[src/axil_xbar_pkg.sv]
// AXI-Lite crossbar definitions
package axil_xbar_pkg;

    // Bus widths
    localparam int ADDR_WIDTH = 32;
    localparam int DATA_WIDTH = 32;
    localparam int STRB_WIDTH = DATA_WIDTH / 8;
    localparam int PROT_WIDTH = 3;

    // Port counts and index widths
    localparam int NUM_SLV       = 2;
    localparam int NUM_MST       = 2;
    localparam int TGT_IDX_WIDTH = 1;
    localparam int SLV_IDX_WIDTH = 1;

    // AXI response encodings
    typedef enum logic [1:0] {
        RESP_OKAY   = 2'b00,
        RESP_SLVERR = 2'b10,
        RESP_DECERR = 2'b11
    } axil_resp_e;

    // Initiator to target side of all five channels
    typedef struct packed {
        logic                  aw_valid;
        logic [ADDR_WIDTH-1:0] aw_addr;
        logic [PROT_WIDTH-1:0] aw_prot;
        logic                  w_valid;
        logic [DATA_WIDTH-1:0] w_data;
        logic [STRB_WIDTH-1:0] w_strb;
        logic                  b_ready;
        logic                  ar_valid;
        logic [ADDR_WIDTH-1:0] ar_addr;
        logic [PROT_WIDTH-1:0] ar_prot;
        logic                  r_ready;
    } axil_req_t;

    // Target to initiator side
    typedef struct packed {
        logic                  aw_ready;
        logic                  w_ready;
        logic                  b_valid;
        axil_resp_e            b_resp;
        logic                  ar_ready;
        logic                  r_valid;
        logic [DATA_WIDTH-1:0] r_data;
        axil_resp_e            r_resp;
    } axil_resp_t;

    // Address window, end_addr is exclusive
    typedef struct packed {
        logic [TGT_IDX_WIDTH-1:0] idx;
        logic [ADDR_WIDTH-1:0]    start_addr;
        logic [ADDR_WIDTH-1:0]    end_addr;
    } addr_rule_t;

    typedef enum logic [2:0] {
        ROUTE_IDLE,
        ROUTE_WRITE,
        ROUTE_READ,
        ROUTE_DECERR_B,
        ROUTE_DECERR_R
    } router_state_e;

    typedef enum logic [1:0] {
        ARB_IDLE,
        ARB_WRITE,
        ARB_READ
    } arb_state_e;

endpackage

[src/axil_port_router.sv]
// AXI-Lite port router
`timescale 1ns/1ps

module axil_port_router import axil_xbar_pkg::*; (
    input  logic                       clk,
    input  logic                       reset_i,

    input  axil_req_t                  req_i,
    output axil_resp_t                 resp_o,

    input  addr_rule_t [NUM_MST-1:0]   addr_map_i,

    output axil_req_t                  rt_req_o,
    output logic       [NUM_MST-1:0]   rt_sel_o,
    input  axil_resp_t [NUM_MST-1:0]   rt_resp_i
);

    router_state_e      state_q;
    axil_req_t          req_q;
    logic [NUM_MST-1:0] sel_q;
    logic               addr_done_q;
    logic               data_done_q;

    logic               wr_req;
    logic               rd_req;
    logic [NUM_MST-1:0] aw_sel;
    logic [NUM_MST-1:0] ar_sel;
    axil_resp_t         sel_resp;

    // First matching rule wins, zero when no rule matches
    function automatic logic [NUM_MST-1:0] decode_sel(
        input logic [ADDR_WIDTH-1:0]    addr,
        input addr_rule_t [NUM_MST-1:0] map
    );
        logic [NUM_MST-1:0] sel;
        sel = '0;
        for (int j = 0; j < NUM_MST; j++) begin
            if (sel == '0 && addr >= map[j].start_addr && addr < map[j].end_addr) begin
                sel[map[j].idx] = 1'b1;
            end
        end
        return sel;
    endfunction

    // Writes take priority when both arrive together
    assign wr_req = req_i.aw_valid && req_i.w_valid;
    assign rd_req = req_i.ar_valid && !wr_req;
    assign aw_sel = decode_sel(req_i.aw_addr, addr_map_i);
    assign ar_sel = decode_sel(req_i.ar_addr, addr_map_i);

    always_comb begin
        sel_resp = '0;
        for (int j = 0; j < NUM_MST; j++) begin
            if (sel_q[j]) begin
                sel_resp = rt_resp_i[j];
            end
        end
    end

    always_comb begin
        resp_o   = '0;
        rt_req_o = '0;
        case (state_q)
            ROUTE_IDLE: begin
                resp_o.aw_ready = wr_req;
                resp_o.w_ready  = wr_req;
                resp_o.ar_ready = rd_req;
            end
            ROUTE_WRITE: begin
                rt_req_o          = req_q;
                rt_req_o.aw_valid = !addr_done_q;
                rt_req_o.w_valid  = !data_done_q;
                rt_req_o.b_ready  = req_i.b_ready;
                rt_req_o.ar_valid = 1'b0;
                rt_req_o.r_ready  = 1'b0;
                resp_o.b_valid    = sel_resp.b_valid;
                resp_o.b_resp     = sel_resp.b_resp;
            end
            ROUTE_READ: begin
                rt_req_o          = req_q;
                rt_req_o.aw_valid = 1'b0;
                rt_req_o.w_valid  = 1'b0;
                rt_req_o.b_ready  = 1'b0;
                rt_req_o.ar_valid = !addr_done_q;
                rt_req_o.r_ready  = req_i.r_ready;
                resp_o.r_valid    = sel_resp.r_valid;
                resp_o.r_data     = sel_resp.r_data;
                resp_o.r_resp     = sel_resp.r_resp;
            end
            ROUTE_DECERR_B: begin
                resp_o.b_valid = 1'b1;
                resp_o.b_resp  = RESP_DECERR;
            end
            ROUTE_DECERR_R: begin
                resp_o.r_valid = 1'b1;
                resp_o.r_resp  = RESP_DECERR;
            end
            default: begin
            end
        endcase
    end

    assign rt_sel_o = sel_q;

    always_ff @(posedge clk) begin
        if (state_q == ROUTE_IDLE && (wr_req || rd_req)) begin
            req_q <= req_i;
        end
    end

    always_ff @(posedge clk) begin
        if (reset_i) begin
            state_q     <= ROUTE_IDLE;
            sel_q       <= '0;
            addr_done_q <= 1'b0;
            data_done_q <= 1'b0;
        end else begin
            case (state_q)
                ROUTE_IDLE: begin
                    addr_done_q <= 1'b0;
                    data_done_q <= 1'b0;
                    if (wr_req) begin
                        sel_q   <= aw_sel;
                        state_q <= (aw_sel != '0) ? ROUTE_WRITE : ROUTE_DECERR_B;
                    end else if (rd_req) begin
                        sel_q   <= ar_sel;
                        state_q <= (ar_sel != '0) ? ROUTE_READ : ROUTE_DECERR_R;
                    end
                end
                ROUTE_WRITE: begin
                    // Target may take AW and W in different cycles
                    if (rt_req_o.aw_valid && sel_resp.aw_ready) addr_done_q <= 1'b1;
                    if (rt_req_o.w_valid && sel_resp.w_ready) data_done_q <= 1'b1;
                    if (sel_resp.b_valid && req_i.b_ready) begin
                        state_q <= ROUTE_IDLE;
                        sel_q   <= '0;
                    end
                end
                ROUTE_READ: begin
                    if (rt_req_o.ar_valid && sel_resp.ar_ready) addr_done_q <= 1'b1;
                    if (sel_resp.r_valid && req_i.r_ready) begin
                        state_q <= ROUTE_IDLE;
                        sel_q   <= '0;
                    end
                end
                ROUTE_DECERR_B: begin
                    if (req_i.b_ready) state_q <= ROUTE_IDLE;
                end
                ROUTE_DECERR_R: begin
                    if (req_i.r_ready) state_q <= ROUTE_IDLE;
                end
                default: state_q <= ROUTE_IDLE;
            endcase
        end
    end

    // At most one target, and only while a routed transaction is open
    a_sel_onehot: assert property (
        @(posedge clk) disable iff (reset_i)
        $onehot0(rt_sel_o) &&
        ((rt_sel_o != '0) == (state_q == ROUTE_WRITE || state_q == ROUTE_READ))
    );

endmodule

[config.mk]
export PLATFORM = sky130hd
export DESIGN_NAME = axil_port_router
export DESIGN_NICKNAME = d
export VERILOG_FILES = /design/src/axil_xbar_pkg.sv /design/src/axil_port_router.sv
export SDC_FILE = /design/constraint.sdc
export NUM_CORES = 1
export LEC_CHECK = 0
export BUFFER_PORTS_ARGS = -buffer_cell sky130_fd_sc_hd__buf_2
export CAP_MARGIN = 10
export CORE_AREA = 3 3 188 190
export DETAILED_ROUTE_END_ITERATION = 8
export DIE_AREA = 0 0 191 193
export HOLD_SLACK_MARGIN = 0.02
export PLACE_DENSITY = 0.54
export SYNTH_ARGS = -nofsm -noshare
export SYNTH_HDL_FRONTEND = slang
export SYNTH_SLANG_ARGS = --single-unit
[constraint.sdc]
create_clock -name clk -period 5.9 [get_ports clk]
set_input_delay 0.885 -clock clk [delete_from_list [all_inputs] [get_ports clk]]
set_output_delay 0.885 -clock clk [all_outputs]
set_load 0.05 [all_outputs]
-- Yosys cells after proc, flatten, opt, wreduce, memory -nomap -nowiden
Cells that the tools add are included.
- register bits: 113
- input bits: 325
- output and inout port bits: 154
- logic and storage cells: 103
- magnitude comparators: 12
- equality and inequality tests: 12
- multiplexer cells: 36
- bitwise gates (word level): 2
- reductions and logical operators: 31
- operators with widths (kind ; number):
    $pmux 111 s2 ; 1
    $ge 32x32->1 ; 4
    $lt 32x32->1 ; 4
    $mux 41 ; 2
    $mux 32 ; 1
    $mux 3 ; 7
    $mux 2 ; 10
    $logic_and 1x1->1 ; 16
    $pmux 3 s5 ; 1
    $ne 2x2->1 const B ; 7
    $eq 3x2->1 const B ; 2
    $mux 1 ; 6
    $pmux 2 s3 ; 1
    $pmux 3 s2 ; 1
    $reduce_bool 2->1 ; 3
    $reduce_and 5->1 ; 1
    $logic_not 2->1 ; 2
    $lt 1x2->1 const B ; 2
    $or 2x2->2 ; 2
    $pmux 1 s2 ; 2
    $pmux 2 s2 ; 1
    $reduce_and 4->1 ; 1
    $eq 3x1->1 const B ; 1
    $eq 3x3->1 const B ; 1
    other kinds (10) ; 14

-- Depth between registers and ports, before layout
Gate-level depths: netlist of run 1.
- word-level depth: 14
- depth in mapped cells: 10
- depth with buffers taken out: 10

-- Least setup slack after synthesis of run 1
Ideal clock, no wire load.
- path type: input to register
- start point: input port req_i[110] (netlist bit)
- end point: register sel_q[1] (netlist: rt_sel_o[1])
- setup time: 0.114 ns
- arrival time: 4.232 ns
- required time: 5.786 ns
- slack: 1.554 ns
- stages on the path: 7
- path buffers: 0
- cells stage by stage: and2_1 o21ai_1 inv_1 nand2_1 nor4_2 a311oi_1 a2111oi_1
- longest elaborated chain between the ends: 5
- elaborated cells between the ends (all ways): 7
- those cells by class: eq/ne: 1; mux: 2; reduce/logical: 4
- RTL lines (item ; line ; RTL):
    start: declaration ; axil_port_router.sv:8 ; input axil_req_t req_i,
    $logic_and 1x1->1 (*) ; axil_port_router.sv:46 ; assign wr_req = req_i.aw_valid && req_i.w_valid;
    $logic_not 1->1 ; axil_port_router.sv:47 ; assign rd_req = req_i.ar_valid && !wr_req;
    $logic_and 1x1->1 ; axil_port_router.sv:47 ;
    $ne 3x3->1 (no source line) ; n/a ;
    $reduce_and 4->1 (no source line) ; n/a ;
    end signal: assignment ; axil_port_router.sv:123 ; sel_q <= aw_sel;
    end signal: assignment ; axil_port_router.sv:126 ; sel_q <= ar_sel;
    end: declaration ; axil_port_router.sv:20 ; logic [NUM_MST-1:0] sel_q;
Every way passes the cells marked *; elsewhere a longest branch is shown, timed or not.
A chain may end at the register's enable or synchronous reset.

==> flow_summary.html, run 1 <==
<table>
<tr><th>Metric</th><th>Value</th></tr>
<tr><th colspan="2">Final layout</th></tr>
<tr><td># fillers</td><td>3407</td></tr>
<tr><td>Layout cell share with drive strength beyond 1</td><td>32.3%</td></tr>
<tr><td>Relative area change from synthesis to final layout</td><td>31.9%</td></tr>
<tr><td>Most common cell after layout, fill and taps aside</td><td>sky130_fd_sc_hd__buf_2</td></tr>
<tr><td>Net count of the finished layout</td><td>2205</td></tr>
<tr><td>Leading cell types in the layout, fill and taps excluded</td><td>sky130_fd_sc_hd__buf_2, sky130_fd_sc_hd__ha_1, sky130_fd_sc_hd__inv_1</td></tr>
<tr><td>Sequential Area</td><td>3320 µm²</td></tr>
<tr><td>Final Core Density</td><td>42.6%</td></tr>
<tr><td>Area occupied by multi-input gates</td><td>6920 µm²</td></tr>
<tr><th colspan="2">Status</th></tr>
<tr><td>Status</td><td>finished clean</td></tr>
<tr><th colspan="2">Place</th></tr>
<tr><td>Detailed placement HPWL</td><td>36.2 mm</td></tr>
<tr><td>Final RePlAce weighted congestion</td><td>0.900</td></tr>
<tr><td>IO Port Bufs</td><td>478</td></tr>
<tr><th colspan="2">Synth</th></tr>
<tr><td>Yosys top cell area share</td><td>29.3%</td></tr>
<tr><td>Main synth FF type</td><td>sky130_fd_sc_hd__edfxtp_1</td></tr>
<tr><td>Number of enable flip-flop cells after synthesis</td><td>106</td></tr>
<tr><td>Avg Synthesized Cell Area</td><td>9.40 µm²</td></tr>
<tr><td>Count of cell types in the netlist</td><td>62</td></tr>
<tr><td>Largest cells by area after synthesis</td><td>sky130_fd_sc_hd__edfxtp_1, sky130_fd_sc_hd__ha_1, sky130_fd_sc_hd__nor2b_1, sky130_fd_sc_hd__inv_1, sky130_fd_sc_hd__a21oi_1</td></tr>
<tr><td>Cell count after synthesis</td><td>1154</td></tr>
<tr><td>Async set-or-reset flop fraction in the synthesized netlist</td><td>0%</td></tr>
<tr><td>Post-synth top area cell</td><td>sky130_fd_sc_hd__edfxtp_1</td></tr>
<tr><td>Total of warnings raised by yosys</td><td>0</td></tr>
<tr><td>Yosys reg bits</td><td>113</td></tr>
<tr><td>Summed instance area of the synthesized netlist</td><td>10900 µm²</td></tr>
<tr><td>Post-synthesis net count</td><td>1731</td></tr>
<tr><td>Register area share after synthesis</td><td>30.6%</td></tr>
<tr><th colspan="2">Critical path</th></tr>
<tr><td>Capturing element of the worst setup path</td><td>rt_req_o[11]</td></tr>
<tr><td>Kind of capture point of the worst setup path</td><td>primary output</td></tr>
<tr><td>Combined buffer and inverter count along the critical path</td><td>2</td></tr>
<tr><td>CP max stage cell</td><td>sky130_fd_sc_hd__o21a_4</td></tr>
<tr><td>Type of origin of the critical path</td><td>register</td></tr>
<tr><td>Origin of the critical flop-to-flop path</td><td>rt_sel_o[1]</td></tr>
<tr><td>Depth of the worst register-to-register path</td><td>10</td></tr>
<tr><td>Category of the critical setup timing path</td><td>reg -&gt; out</td></tr>
<tr><td>Endpoint of the most critical register-to-register path</td><td>rt_sel_o[0]</td></tr>
<tr><td>Arrival time reported for the critical path endpoint</td><td>2.89 ns</td></tr>
<tr><td>Register-to-register setup slack</td><td>2.91 ns</td></tr>
<tr><td>Logic depth of the worst path, buffers included</td><td>5</td></tr>
<tr><td>Largest fanout on the critical path</td><td>77</td></tr>
<tr><td>Kind of cell adding the most delay to the critical path</td><td>compound AO/OA/AOI/OAI gates</td></tr>
<tr><td>Crit path required time</td><td>5.02 ns</td></tr>
<tr><td>Launching instance or port of the critical path</td><td>state_q[2]</td></tr>
<tr><td>Critical-path cell list</td><td>nand2b_1, o21a_4, buf_4, nor2b_1, buf_2</td></tr>
<tr><td>Largest stage delay, worst path</td><td>0.74 ns</td></tr>
<tr><th colspan="2">Floorplanning</th></tr>
<tr><td>Number of standard-cell rows in the floorplan</td><td>67</td></tr>
<tr><td>Effective utilization at floorplan</td><td>32.3%</td></tr>
<tr><td>Die outline area</td><td>36900 µm²</td></tr>
<tr><td>Width of the die</td><td>191 µm</td></tr>
<tr><td>Number of top-level pins</td><td>479</td></tr>
<tr><td>Core area</td><td>33600 µm²</td></tr>
<tr><td>Die Y-Extent</td><td>193 µm</td></tr>
<tr><th colspan="2">STA</th></tr>
<tr><td>Worst setup skew after layout</td><td>0.0135 ns</td></tr>
<tr><td>Post-route minimum period</td><td>3.78 ns</td></tr>
<tr><td>Max-slew violation count</td><td>0</td></tr>
<tr><td>Setup tns final</td><td>0 ns</td></tr>
<tr><td>Worst slew pin tran</td><td>0.966 ns</td></tr>
<tr><td>Setup violations, final</td><td>0</td></tr>
<tr><td>Worst-case headroom to the max-slew limit</td><td>35.6%</td></tr>
<tr><td>Final Hold Viols</td><td>0</td></tr>
<tr><td>Portion of the clock cycle consumed by the worst path in the final layout</td><td>64.0%</td></tr>
<tr><td>Maximum clock frequency</td><td>265 MHz</td></tr>
<tr><td>RSZ-0062 raised after global routing</td><td>false</td></tr>
<tr><th colspan="2">Worst hold path</th></tr>
<tr><td>Type of the worst min-delay path</td><td>reg -&gt; reg</td></tr>
<tr><th colspan="2">Clock tree</th></tr>
<tr><td>Buffer count from post-CTS setup fixing</td><td>0</td></tr>
<tr><td>Post-CTS sizing</td><td>0</td></tr>
<tr><td>Number of CTS-inserted buffers</td><td>17</td></tr>
<tr><td>Clock slew at reported path FFs</td><td>0.05 ns</td></tr>
<tr><td>Clock tree from TritonCTS</td><td>yes</td></tr>
<tr><td>Insertion delay of the later-clocked pin in the worst-skew pair</td><td>0.44 ns</td></tr>
<tr><td>Total number of clock tree sinks</td><td>113</td></tr>
<tr><td>H-tree lvl count</td><td>4</td></tr>
<tr><td>Total of hold buffers inserted after clock tree synthesis</td><td>0</td></tr>
<tr><td>Number of buffers on the longest clock path</td><td>2</td></tr>
<tr><td>Clock root buffer</td><td>sky130_fd_sc_hd__clkbuf_16</td></tr>
<tr><th colspan="2">GRT</th></tr>
<tr><td>Largest net degree at the start of global routing</td><td>78</td></tr>
<tr><td>Antenna violations before repair</td><td>7</td></tr>
<tr><td>Global-route wire length before repair</td><td>61.1 mm</td></tr>
<tr><td>Total congestion overflow</td><td>0</td></tr>
<tr><td>Tot GR Track Use</td><td>22.1%</td></tr>
<tr><td>Via count of the first global-routing pass</td><td>10400</td></tr>
<tr><th colspan="2">Run</th></tr>
<tr><td>Max-cap violation count</td><td>0</td></tr>
<tr><th colspan="2">Pwr</th></tr>
<tr><td>Leakage component of the power</td><td>7.39 nW</td></tr>
<tr><td>Cell Pwr Density</td><td>250 nW/µm²</td></tr>
<tr><td>IR drop worst, VDD</td><td>0.193 mV</td></tr>
<tr><th colspan="2">Routing</th></tr>
<tr><td>Count of antenna-violating nets left after detailed routing</td><td>0</td></tr>
<tr><td>Final wirelength</td><td>42.9 mm</td></tr>
<tr><td>First drt pass iteration count</td><td>4</td></tr>
<tr><td>Number of DRC violations after detailed routing</td><td>0</td></tr>
<tr><td>DRC violation total after the first TritonRoute iteration</td><td>446</td></tr>
<tr><td>Routed via count</td><td>10600</td></tr>
<tr><td>Final routed wire length divided by cell count</td><td>20.5 µm</td></tr>
<tr><td>Mean number of vias per cell</td><td>5.04</td></tr>
</table>
cells by family (layout without fill, tap and decap cells):
logic type | Yosys count | after routing | synth area share [%]
fa+ha+maj | 252 | 252 | 29.1
mux | 1 | 1 | 0.0922
other cells | 0 | 5 | 0
flops | 113 | 113 | 30.6
compound gates | 273 | 273 | 17.0
buf+inv | 163 | 650 | 5.67
simple gates | 352 | 352 | 17.5
worst min-delay path: stages, from the launching register on:
cell	delay [ns]
sky130_fd_sc_hd__dfxtp_1	0.31
sky130_fd_sc_hd__nor2_1	0.10
sky130_fd_sc_hd__nor3_1	0.05
synth_stat cells, drive strengths merged, types with 3 or more instances:
master,number
a221oi,7
nor2,72
a211oi,15
nor3,16
buf,5
a21oi,72
o2111ai,3
edfxtp,106
nor3b,4
o21ai,51
nand2,58
a211o,5
or3,3
a311oi,3
a21o,37
o21a,10
nand2b,13
a22oi,36
a2111oi,6
nand3,15
o22ai,3
and3,5
or4,3
nor2b,110
inv,135
a31oi,8
and4,12
ha,252
nand4,28
o211ai,5
dfxtp,7
nor4,6
clkbuf,23
layer usage:
layer / track usage, % / routed length [µm] / vias up
li1: - / - / 5208
met1: 27.9 / 18300 / 4947
met2: 38.9 / 21400 / 351
met3: 3.62 / 2260 / 44
met4: 6.92 / 879 / 2
met5: 0 / 13 / -
final cells by class:
cell class / instances / share of cell area (%)
Antenna cell: 5 / 0.0874
Clock buffer: 17 / 2.97
Clock inverter: 15 / 0.918
Inverter: 135 / 3.56
Multi-Input combinational cell: 878 / 48.4
Sequential cell: 113 / 23.2
Tap cell: 448 / 3.92
Timing Repair Buffer: 483 / 17.0
where the power goes:
part	leakage [nW]	switching, mW	internal (mW)
logic	6.04	1.06	0.438
registers	1.08	0.0365	1.04
clock network	0.264	0.424	0.580
total	7.39	1.52	2.06
flip-flops by register name, indices dropped and copies added (netlist names):
register,count
addr_done_q,1
data_done_q,1
req_q,106
rt_sel_o,2
state_q,3
worst min path at each step:
stage	startpoint	endpoint	slack, ns	cells after the start
finish	data_done_q	data_done_q	0.50	2
global placement	data_done_q	data_done_q	0.49	2
detailed placement	data_done_q	data_done_q	0.49	2
CTS	data_done_q	data_done_q	0.50	2
floorplan	data_done_q	data_done_q	0.47	2
global route	data_done_q	data_done_q	0.53	2
metrics by stage:
stage / cells / total power, mW / setup WS, ns / hold slack [ns] / cell area (µm²)
6_report: 2094 / 3.58 / 2.12 / 0.503 / 14300
5_1_grt: 2093 / 3.79 / 1.85 / 0.525 / 14300
4_1_cts: 2089 / 3.63 / 2.03 / 0.501 / 14300
3_5_place_dp: 2057 / 2.60 / 1.83 / 0.492 / 13700
3_3_place_gp: 2057 / 2.59 / 1.86 / 0.486 / 13700
2_1_floorplan: 1154 / 2.11 / 1.55 / 0.469 / 10900
Power figures use the tool's default switching activity.
==> run 2: changes to the inputs <==
- clock period: 5.9 -> 3.75 ns (I/O delays scaled with it)
==> flow_summary.html, run 2 (synthesis gave the netlist of run 1 again) <==
<table>
<tr><th>Metric</th><th>Value</th></tr>
<tr><th colspan="2">Floorplanning</th></tr>
<tr><td>Number of top-level pins</td><td>479</td></tr>
<tr><td>Effective utilization at floorplan</td><td>32.3%</td></tr>
<tr><td>Die Y-Extent</td><td>193 µm</td></tr>
<tr><td>Die outline area</td><td>36900 µm²</td></tr>
<tr><td>Number of standard-cell rows in the floorplan</td><td>67</td></tr>
<tr><td>Core area</td><td>33600 µm²</td></tr>
<tr><td>Width of the die</td><td>191 µm</td></tr>
<tr><th colspan="2">GRT</th></tr>
<tr><td>Busiest layer in global routing</td><td>met2</td></tr>
<tr><td>Global-route wire length before repair</td><td>61.6 mm</td></tr>
<tr><td>Met2 GRT Util</td><td>40.6%</td></tr>
<tr><td>Via count of the first global-routing pass</td><td>10400</td></tr>
<tr><td>Met1 layer usage reported by global route</td><td>27.7%</td></tr>
<tr><td>Total congestion overflow</td><td>0</td></tr>
<tr><td>Antenna violations before repair</td><td>9</td></tr>
<tr><td>Tot GR Track Use</td><td>22.4%</td></tr>
<tr><td>Met3 Resource Use GR</td><td>3.63%</td></tr>
<tr><td>Largest net degree at the start of global routing</td><td>109</td></tr>
<tr><th colspan="2">Place</th></tr>
<tr><td>IO Port Bufs</td><td>478</td></tr>
<tr><td>Detailed placement HPWL</td><td>36.4 mm</td></tr>
<tr><td>Final RePlAce weighted congestion</td><td>0.880</td></tr>
<tr><td>Post-place instance area</td><td>13800 µm²</td></tr>
<tr><td>Total instance count after detailed placement</td><td>2060</td></tr>
<tr><td>Place WS</td><td>0.276 ns</td></tr>
<tr><th colspan="2">STA</th></tr>
<tr><td>RSZ-0062 raised after global routing</td><td>false</td></tr>
<tr><td>Maximum clock frequency</td><td>293 MHz</td></tr>
<tr><td>Worst slew pin tran</td><td>0.887 ns</td></tr>
<tr><td>Crit path setup slack, layout</td><td>0.339 ns</td></tr>
<tr><td>Max-slew violation count</td><td>0</td></tr>
<tr><td>Post-route minimum period</td><td>3.41 ns</td></tr>
<tr><td>Setup violations, final</td><td>0</td></tr>
<tr><td>Worst-case headroom to the max-slew limit</td><td>40.9%</td></tr>
<tr><td>Final Hold Viols</td><td>0</td></tr>
<tr><td>Worst setup skew after layout</td><td>0.0161 ns</td></tr>
<tr><td>Portion of the clock cycle consumed by the worst path in the final layout</td><td>90.9%</td></tr>
<tr><td>Smallest hold slack</td><td>0.306 ns</td></tr>
<tr><td>Setup tns final</td><td>0 ns</td></tr>
<tr><th colspan="2">Critical path</th></tr>
<tr><td>Arrival time reported for the critical path endpoint</td><td>2.85 ns</td></tr>
<tr><td>Largest fanout on the critical path</td><td>71</td></tr>
<tr><td>Kind of capture point of the worst setup path</td><td>primary output</td></tr>
<tr><td>Type of origin of the critical path</td><td>register</td></tr>
<tr><td>Category of the critical setup timing path</td><td>reg -&gt; out</td></tr>
<tr><td>Crit path required time</td><td>3.19 ns</td></tr>
<tr><th colspan="2">Final layout</th></tr>
<tr><td>Net count of the finished layout</td><td>2208</td></tr>
<tr><td>Final Core Density</td><td>42.7%</td></tr>
<tr><td>Largest register by flop count</td><td>req_q</td></tr>
<tr><td>Cell Count, Final, Fillers Out</td><td>2094</td></tr>
<tr><td>Finished Cell Area</td><td>14300 µm²</td></tr>
<tr><td>Leading cell types in the layout, fill and taps excluded</td><td>sky130_fd_sc_hd__buf_2, sky130_fd_sc_hd__ha_1, sky130_fd_sc_hd__inv_1</td></tr>
<tr><td>Layout cell share with drive strength beyond 1</td><td>32.2%</td></tr>
<tr><td>Most common cell after layout, fill and taps aside</td><td>sky130_fd_sc_hd__buf_2</td></tr>
<tr><td>Relative area change from synthesis to final layout</td><td>32.2%</td></tr>
<tr><td>Flip-flop count of the largest register after layout</td><td>106</td></tr>
<tr><th colspan="2">Routing</th></tr>
<tr><td>Final wirelength</td><td>43.2 mm</td></tr>
<tr><td>DRC violation total after the first TritonRoute iteration</td><td>523</td></tr>
<tr><td>First drt pass iteration count</td><td>5</td></tr>
<tr><td>Number of DRC violations after detailed routing</td><td>0</td></tr>
<tr><td>Final routed wire length divided by cell count</td><td>20.7 µm</td></tr>
<tr><td>Mean number of vias per cell</td><td>5.06</td></tr>
<tr><td>Count of antenna-violating nets left after detailed routing</td><td>0</td></tr>
<tr><td>Routed via count</td><td>10600</td></tr>
<tr><th colspan="2">Clock tree</th></tr>
<tr><td>H-tree lvl count</td><td>4</td></tr>
<tr><td>Insertion delay of the later-clocked pin in the worst-skew pair</td><td>0.44 ns</td></tr>
<tr><td>Number of buffers on the longest clock path</td><td>2</td></tr>
<tr><td>Clock root buffer</td><td>sky130_fd_sc_hd__clkbuf_16</td></tr>
<tr><td>Total of hold buffers inserted after clock tree synthesis</td><td>0</td></tr>
<tr><td>Total number of clock tree sinks</td><td>113</td></tr>
<tr><td>Number of CTS-inserted buffers</td><td>17</td></tr>
<tr><td>Clock slew at reported path FFs</td><td>0.06 ns</td></tr>
<tr><td>Clock tree from TritonCTS</td><td>yes</td></tr>
<tr><td>Buffer count from post-CTS setup fixing</td><td>0</td></tr>
<tr><td>Post-CTS sizing</td><td>0</td></tr>
<tr><th colspan="2">Pwr</th></tr>
<tr><td>Leakage component of the power</td><td>7.40 nW</td></tr>
<tr><td>Internal Power</td><td>3.30 mW</td></tr>
<tr><td>Overall power of the completed layout</td><td>5.64 mW</td></tr>
<tr><td>Power spent charging and discharging nets</td><td>2.35 mW</td></tr>
<tr><td>Share of power burned in the clock network</td><td>27.8%</td></tr>
<tr><td>IR drop worst, VDD</td><td>0.329 mV</td></tr>
<tr><td>Cell Pwr Density</td><td>394 nW/µm²</td></tr>
<tr><td>Portion of total power attributed to sequential cells</td><td>30.1%</td></tr>
<tr><td>Sw frac</td><td>41.6%</td></tr>
<tr><td>Combinational cell fraction of total power</td><td>42.1%</td></tr>
<tr><th colspan="2">Worst hold path</th></tr>
<tr><td>Type of the worst min-delay path</td><td>in -&gt; reg</td></tr>
<tr><th colspan="2">Run</th></tr>
<tr><td>Max-cap violation count</td><td>0</td></tr>
<tr><th colspan="2">Status</th></tr>
<tr><td>Status</td><td>finished clean</td></tr>
</table>
run 2: critical path: stages (launching register included):
cell and delay [ns]:
sky130_fd_sc_hd__dfxtp_1 0.75, sky130_fd_sc_hd__o21a_4 0.82, sky130_fd_sc_hd__buf_4 0.48, sky130_fd_sc_hd__nor2b_1 0.10, sky130_fd_sc_hd__buf_2 0.23
run 2: cell type report:
cell class                 count  area, µm²
tap                          448        561
multi-input combinational    878       6920
fill                        3452      19300
sequential                   113       3320
timing repair buffer         486       2460
inverter                     135        510
antenna                        5       12.5
clock inverter                11        119
clock buffer                  18        429
run 2: power groups by stage:
stage                     Combinational [mW]  Clock, mW  Sequential (mW)
after floorplan                         1.61          0             1.71
after global placement                  2.37          0             1.72
after detailed placement                2.39          0             1.73
after CTS                               2.40       1.61             1.70
after global routing                    2.58       1.66             1.72
final                                   2.37       1.57             1.70
run 2: per-layer routing:
metal / vias up / routed length (µm)
li1: 5212 / -
met4: 0 / 849
met5: - / 0
met3: 43 / 2230
met2: 370 / 21900
met1: 4969 / 18300
run 2: worst paths after layout:
| kind | startpoint | depth (start not counted) | end | slack [ns] |
|---|---|---|---|---|
| max | state_q[1] | 4 | rt_req_o[16] | 0.34 |
| min | req_i[68] | 1 | req_q[68] | 0.31 |
| max reg2reg | rt_sel_o[0] | 9 | rt_sel_o[0] | 1.08 |
| min reg2reg | data_done_q | 2 | data_done_q | 0.49 |
==> run 3: changes to the inputs <==
- REMOVE_ABC_BUFFERS: default -> 1
==> flow_summary.html, run 3 (synthesis gave the netlist of run 1 again) <==
<table>
<tr><th>Metric</th><th>Value</th></tr>
<tr><th colspan="2">Critical path</th></tr>
<tr><td>Kind of capture point of the worst setup path</td><td>primary output</td></tr>
<tr><td>Category of the critical setup timing path</td><td>reg -&gt; out</td></tr>
<tr><td>Largest stage delay, worst path</td><td>0.59 ns</td></tr>
<tr><td>Register-to-register setup slack</td><td>1.06 ns</td></tr>
<tr><td>Crit path required time</td><td>3.19 ns</td></tr>
<tr><td>Critical-path cell list</td><td>nand2b_1, o21a_4, buf_4, nor2b_1, buf_2</td></tr>
<tr><td>Depth of the worst register-to-register path</td><td>8</td></tr>
<tr><td>Logic depth of the worst path, buffers included</td><td>5</td></tr>
<tr><td>Arrival time reported for the critical path endpoint</td><td>2.86 ns</td></tr>
<tr><td>Largest fanout on the critical path</td><td>62</td></tr>
<tr><td>CP max stage cell</td><td>sky130_fd_sc_hd__o21a_4</td></tr>
<tr><td>Type of origin of the critical path</td><td>register</td></tr>
<tr><td>Combined buffer and inverter count along the critical path</td><td>2</td></tr>
<tr><td>Kind of cell adding the most delay to the critical path</td><td>buffers and inverters</td></tr>
<tr><th colspan="2">Place</th></tr>
<tr><td>Final RePlAce weighted congestion</td><td>0.911</td></tr>
<tr><td>Post-place instance area</td><td>13800 µm²</td></tr>
<tr><td>Detailed placement HPWL</td><td>36.4 mm</td></tr>
<tr><td>IO Port Bufs</td><td>478</td></tr>
<tr><td>Total instance count after detailed placement</td><td>2061</td></tr>
<tr><th colspan="2">GRT</th></tr>
<tr><td>Via count of the first global-routing pass</td><td>10500</td></tr>
<tr><td>Largest net degree at the start of global routing</td><td>63</td></tr>
<tr><td>Global-route wire length before repair</td><td>61.5 mm</td></tr>
<tr><td>Total congestion overflow</td><td>0</td></tr>
<tr><td>Tot GR Track Use</td><td>22.3%</td></tr>
<tr><td>Antenna violations before repair</td><td>16</td></tr>
<tr><th colspan="2">Routing</th></tr>
<tr><td>First drt pass iteration count</td><td>5</td></tr>
<tr><td>Final wirelength</td><td>42.6 mm</td></tr>
<tr><td>Number of DRC violations after detailed routing</td><td>0</td></tr>
<tr><td>Final routed wire length divided by cell count</td><td>20.2 µm</td></tr>
<tr><td>DRC violation total after the first TritonRoute iteration</td><td>527</td></tr>
<tr><td>Mean number of vias per cell</td><td>5.00</td></tr>
<tr><td>Count of antenna-violating nets left after detailed routing</td><td>0</td></tr>
<tr><td>Routed via count</td><td>10500</td></tr>
<tr><th colspan="2">Final layout</th></tr>
<tr><td>Finished Cell Area</td><td>14400 µm²</td></tr>
<tr><td>Net count of the finished layout</td><td>2209</td></tr>
<tr><td>Area occupied by multi-input gates</td><td>6920 µm²</td></tr>
<tr><td>Sequential Area</td><td>3320 µm²</td></tr>
<tr><td># fillers</td><td>3487</td></tr>
<tr><td>Leading cell types in the layout, fill and taps excluded</td><td>sky130_fd_sc_hd__buf_2, sky130_fd_sc_hd__ha_1, sky130_fd_sc_hd__inv_1</td></tr>
<tr><td>Layout cell share with drive strength beyond 1</td><td>32.5%</td></tr>
<tr><td>Final Core Density</td><td>42.8%</td></tr>
<tr><td>Most common cell after layout, fill and taps aside</td><td>sky130_fd_sc_hd__buf_2</td></tr>
<tr><td>Largest register by flop count</td><td>req_q</td></tr>
<tr><td>Relative area change from synthesis to final layout</td><td>32.7%</td></tr>
<tr><td>Flip-flop count of the largest register after layout</td><td>106</td></tr>
<tr><td>Cell Count, Final, Fillers Out</td><td>2105</td></tr>
<tr><th colspan="2">Clock tree</th></tr>
<tr><td>Buffer count from post-CTS setup fixing</td><td>0</td></tr>
<tr><td>Clock slew at reported path FFs</td><td>0.06 ns</td></tr>
<tr><td>Post-CTS sizing</td><td>0</td></tr>
<tr><td>H-tree lvl count</td><td>4</td></tr>
<tr><td>Number of buffers on the longest clock path</td><td>2</td></tr>
<tr><td>Clock tree from TritonCTS</td><td>yes</td></tr>
<tr><td>Clock root buffer</td><td>sky130_fd_sc_hd__clkbuf_16</td></tr>
<tr><td>Total number of clock tree sinks</td><td>113</td></tr>
<tr><td>Total of hold buffers inserted after clock tree synthesis</td><td>0</td></tr>
<tr><td>Number of CTS-inserted buffers</td><td>17</td></tr>
<tr><td>Insertion delay of the later-clocked pin in the worst-skew pair</td><td>0.43 ns</td></tr>
<tr><th colspan="2">Worst hold path</th></tr>
<tr><td>Type of the worst min-delay path</td><td>in -&gt; reg</td></tr>
<tr><td>Number of cells on the worst hold path</td><td>1</td></tr>
<tr><th colspan="2">Run</th></tr>
<tr><td>Max-cap violation count</td><td>0</td></tr>
<tr><th colspan="2">STA</th></tr>
<tr><td>Max-slew violation count</td><td>0</td></tr>
<tr><td>Maximum clock frequency</td><td>292 MHz</td></tr>
<tr><td>RSZ-0062 raised after global routing</td><td>false</td></tr>
<tr><td>Portion of the clock cycle consumed by the worst path in the final layout</td><td>91.2%</td></tr>
<tr><td>Setup violations, final</td><td>0</td></tr>
<tr><td>Worst slew pin tran</td><td>0.829 ns</td></tr>
<tr><td>Worst setup skew after layout</td><td>0.00773 ns</td></tr>
<tr><td>Final Hold Viols</td><td>0</td></tr>
<tr><td>Worst-case headroom to the max-slew limit</td><td>43.3%</td></tr>
<tr><td>Post-route minimum period</td><td>3.42 ns</td></tr>
<tr><th colspan="2">Pwr</th></tr>
<tr><td>IR drop worst, VDD</td><td>0.290 mV</td></tr>
<tr><td>Overall power of the completed layout</td><td>5.68 mW</td></tr>
<tr><td>Cell Pwr Density</td><td>395 nW/µm²</td></tr>
<tr><td>Leakage component of the power</td><td>7.42 nW</td></tr>
<tr><th colspan="2">Floorplanning</th></tr>
<tr><td>Die outline area</td><td>36900 µm²</td></tr>
<tr><td>Core area</td><td>33600 µm²</td></tr>
<tr><td>Width of the die</td><td>191 µm</td></tr>
<tr><td>Number of top-level pins</td><td>479</td></tr>
<tr><td>Die Y-Extent</td><td>193 µm</td></tr>
<tr><td>Effective utilization at floorplan</td><td>32.3%</td></tr>
<tr><td>Number of standard-cell rows in the floorplan</td><td>67</td></tr>
<tr><th colspan="2">Status</th></tr>
<tr><td>Status</td><td>finished clean</td></tr>
</table>
-- run 3: path summary, 6_finish.rpt --
kind,startpoint,to
max reg2reg,rt_sel_o[1],rt_sel_o[1]
min,req_i[53],req_q[53]
max,state_q[2],rt_req_o[108]
min reg2reg,data_done_q,data_done_q
-- run 3: layer usage --
metal,global-route usage (%),up-vias,share of wire [%]
li1,-,5219,-
met1,26.9,4834,41
met2,38.6,416,49
met3,5.37,58,7.4
met4,8.16,4,2.2
met5,0,-,0.063
-- run 3: metrics by stage --
stage	hold slack, ns	setup TNS (ns)	setup slack [ns]
4_1_cts	0.273	0	0.252
2_1_floorplan	0.469	-56.00	-0.510
5_1_grt	0.268	0	0.103
3_5_place_dp	0.485	0	0.0838
6_report	0.299	0	0.328
3_3_place_gp	0.486	0	0.231
-- run 3: cell type report --
cell class	instances	share of cell area, %
Clock inverter	15	1.09
Antenna cell	12	0.209
Sequential cell	113	23.1
Multi-Input combinational cell	878	48.1
Clock buffer	17	2.95
Tap cell	448	3.89
Inverter	135	3.54
Timing Repair Buffer	487	17.2
-- run 3: power breakdown --
group / switching [mW] / total [mW] / internal (mW)
Sequential: 0.0473 / 1.68 / 1.63
Combinational: 1.65 / 2.35 / 0.705
Clock: 0.669 / 1.65 / 0.982
Total: 2.36 / 5.68 / 3.32
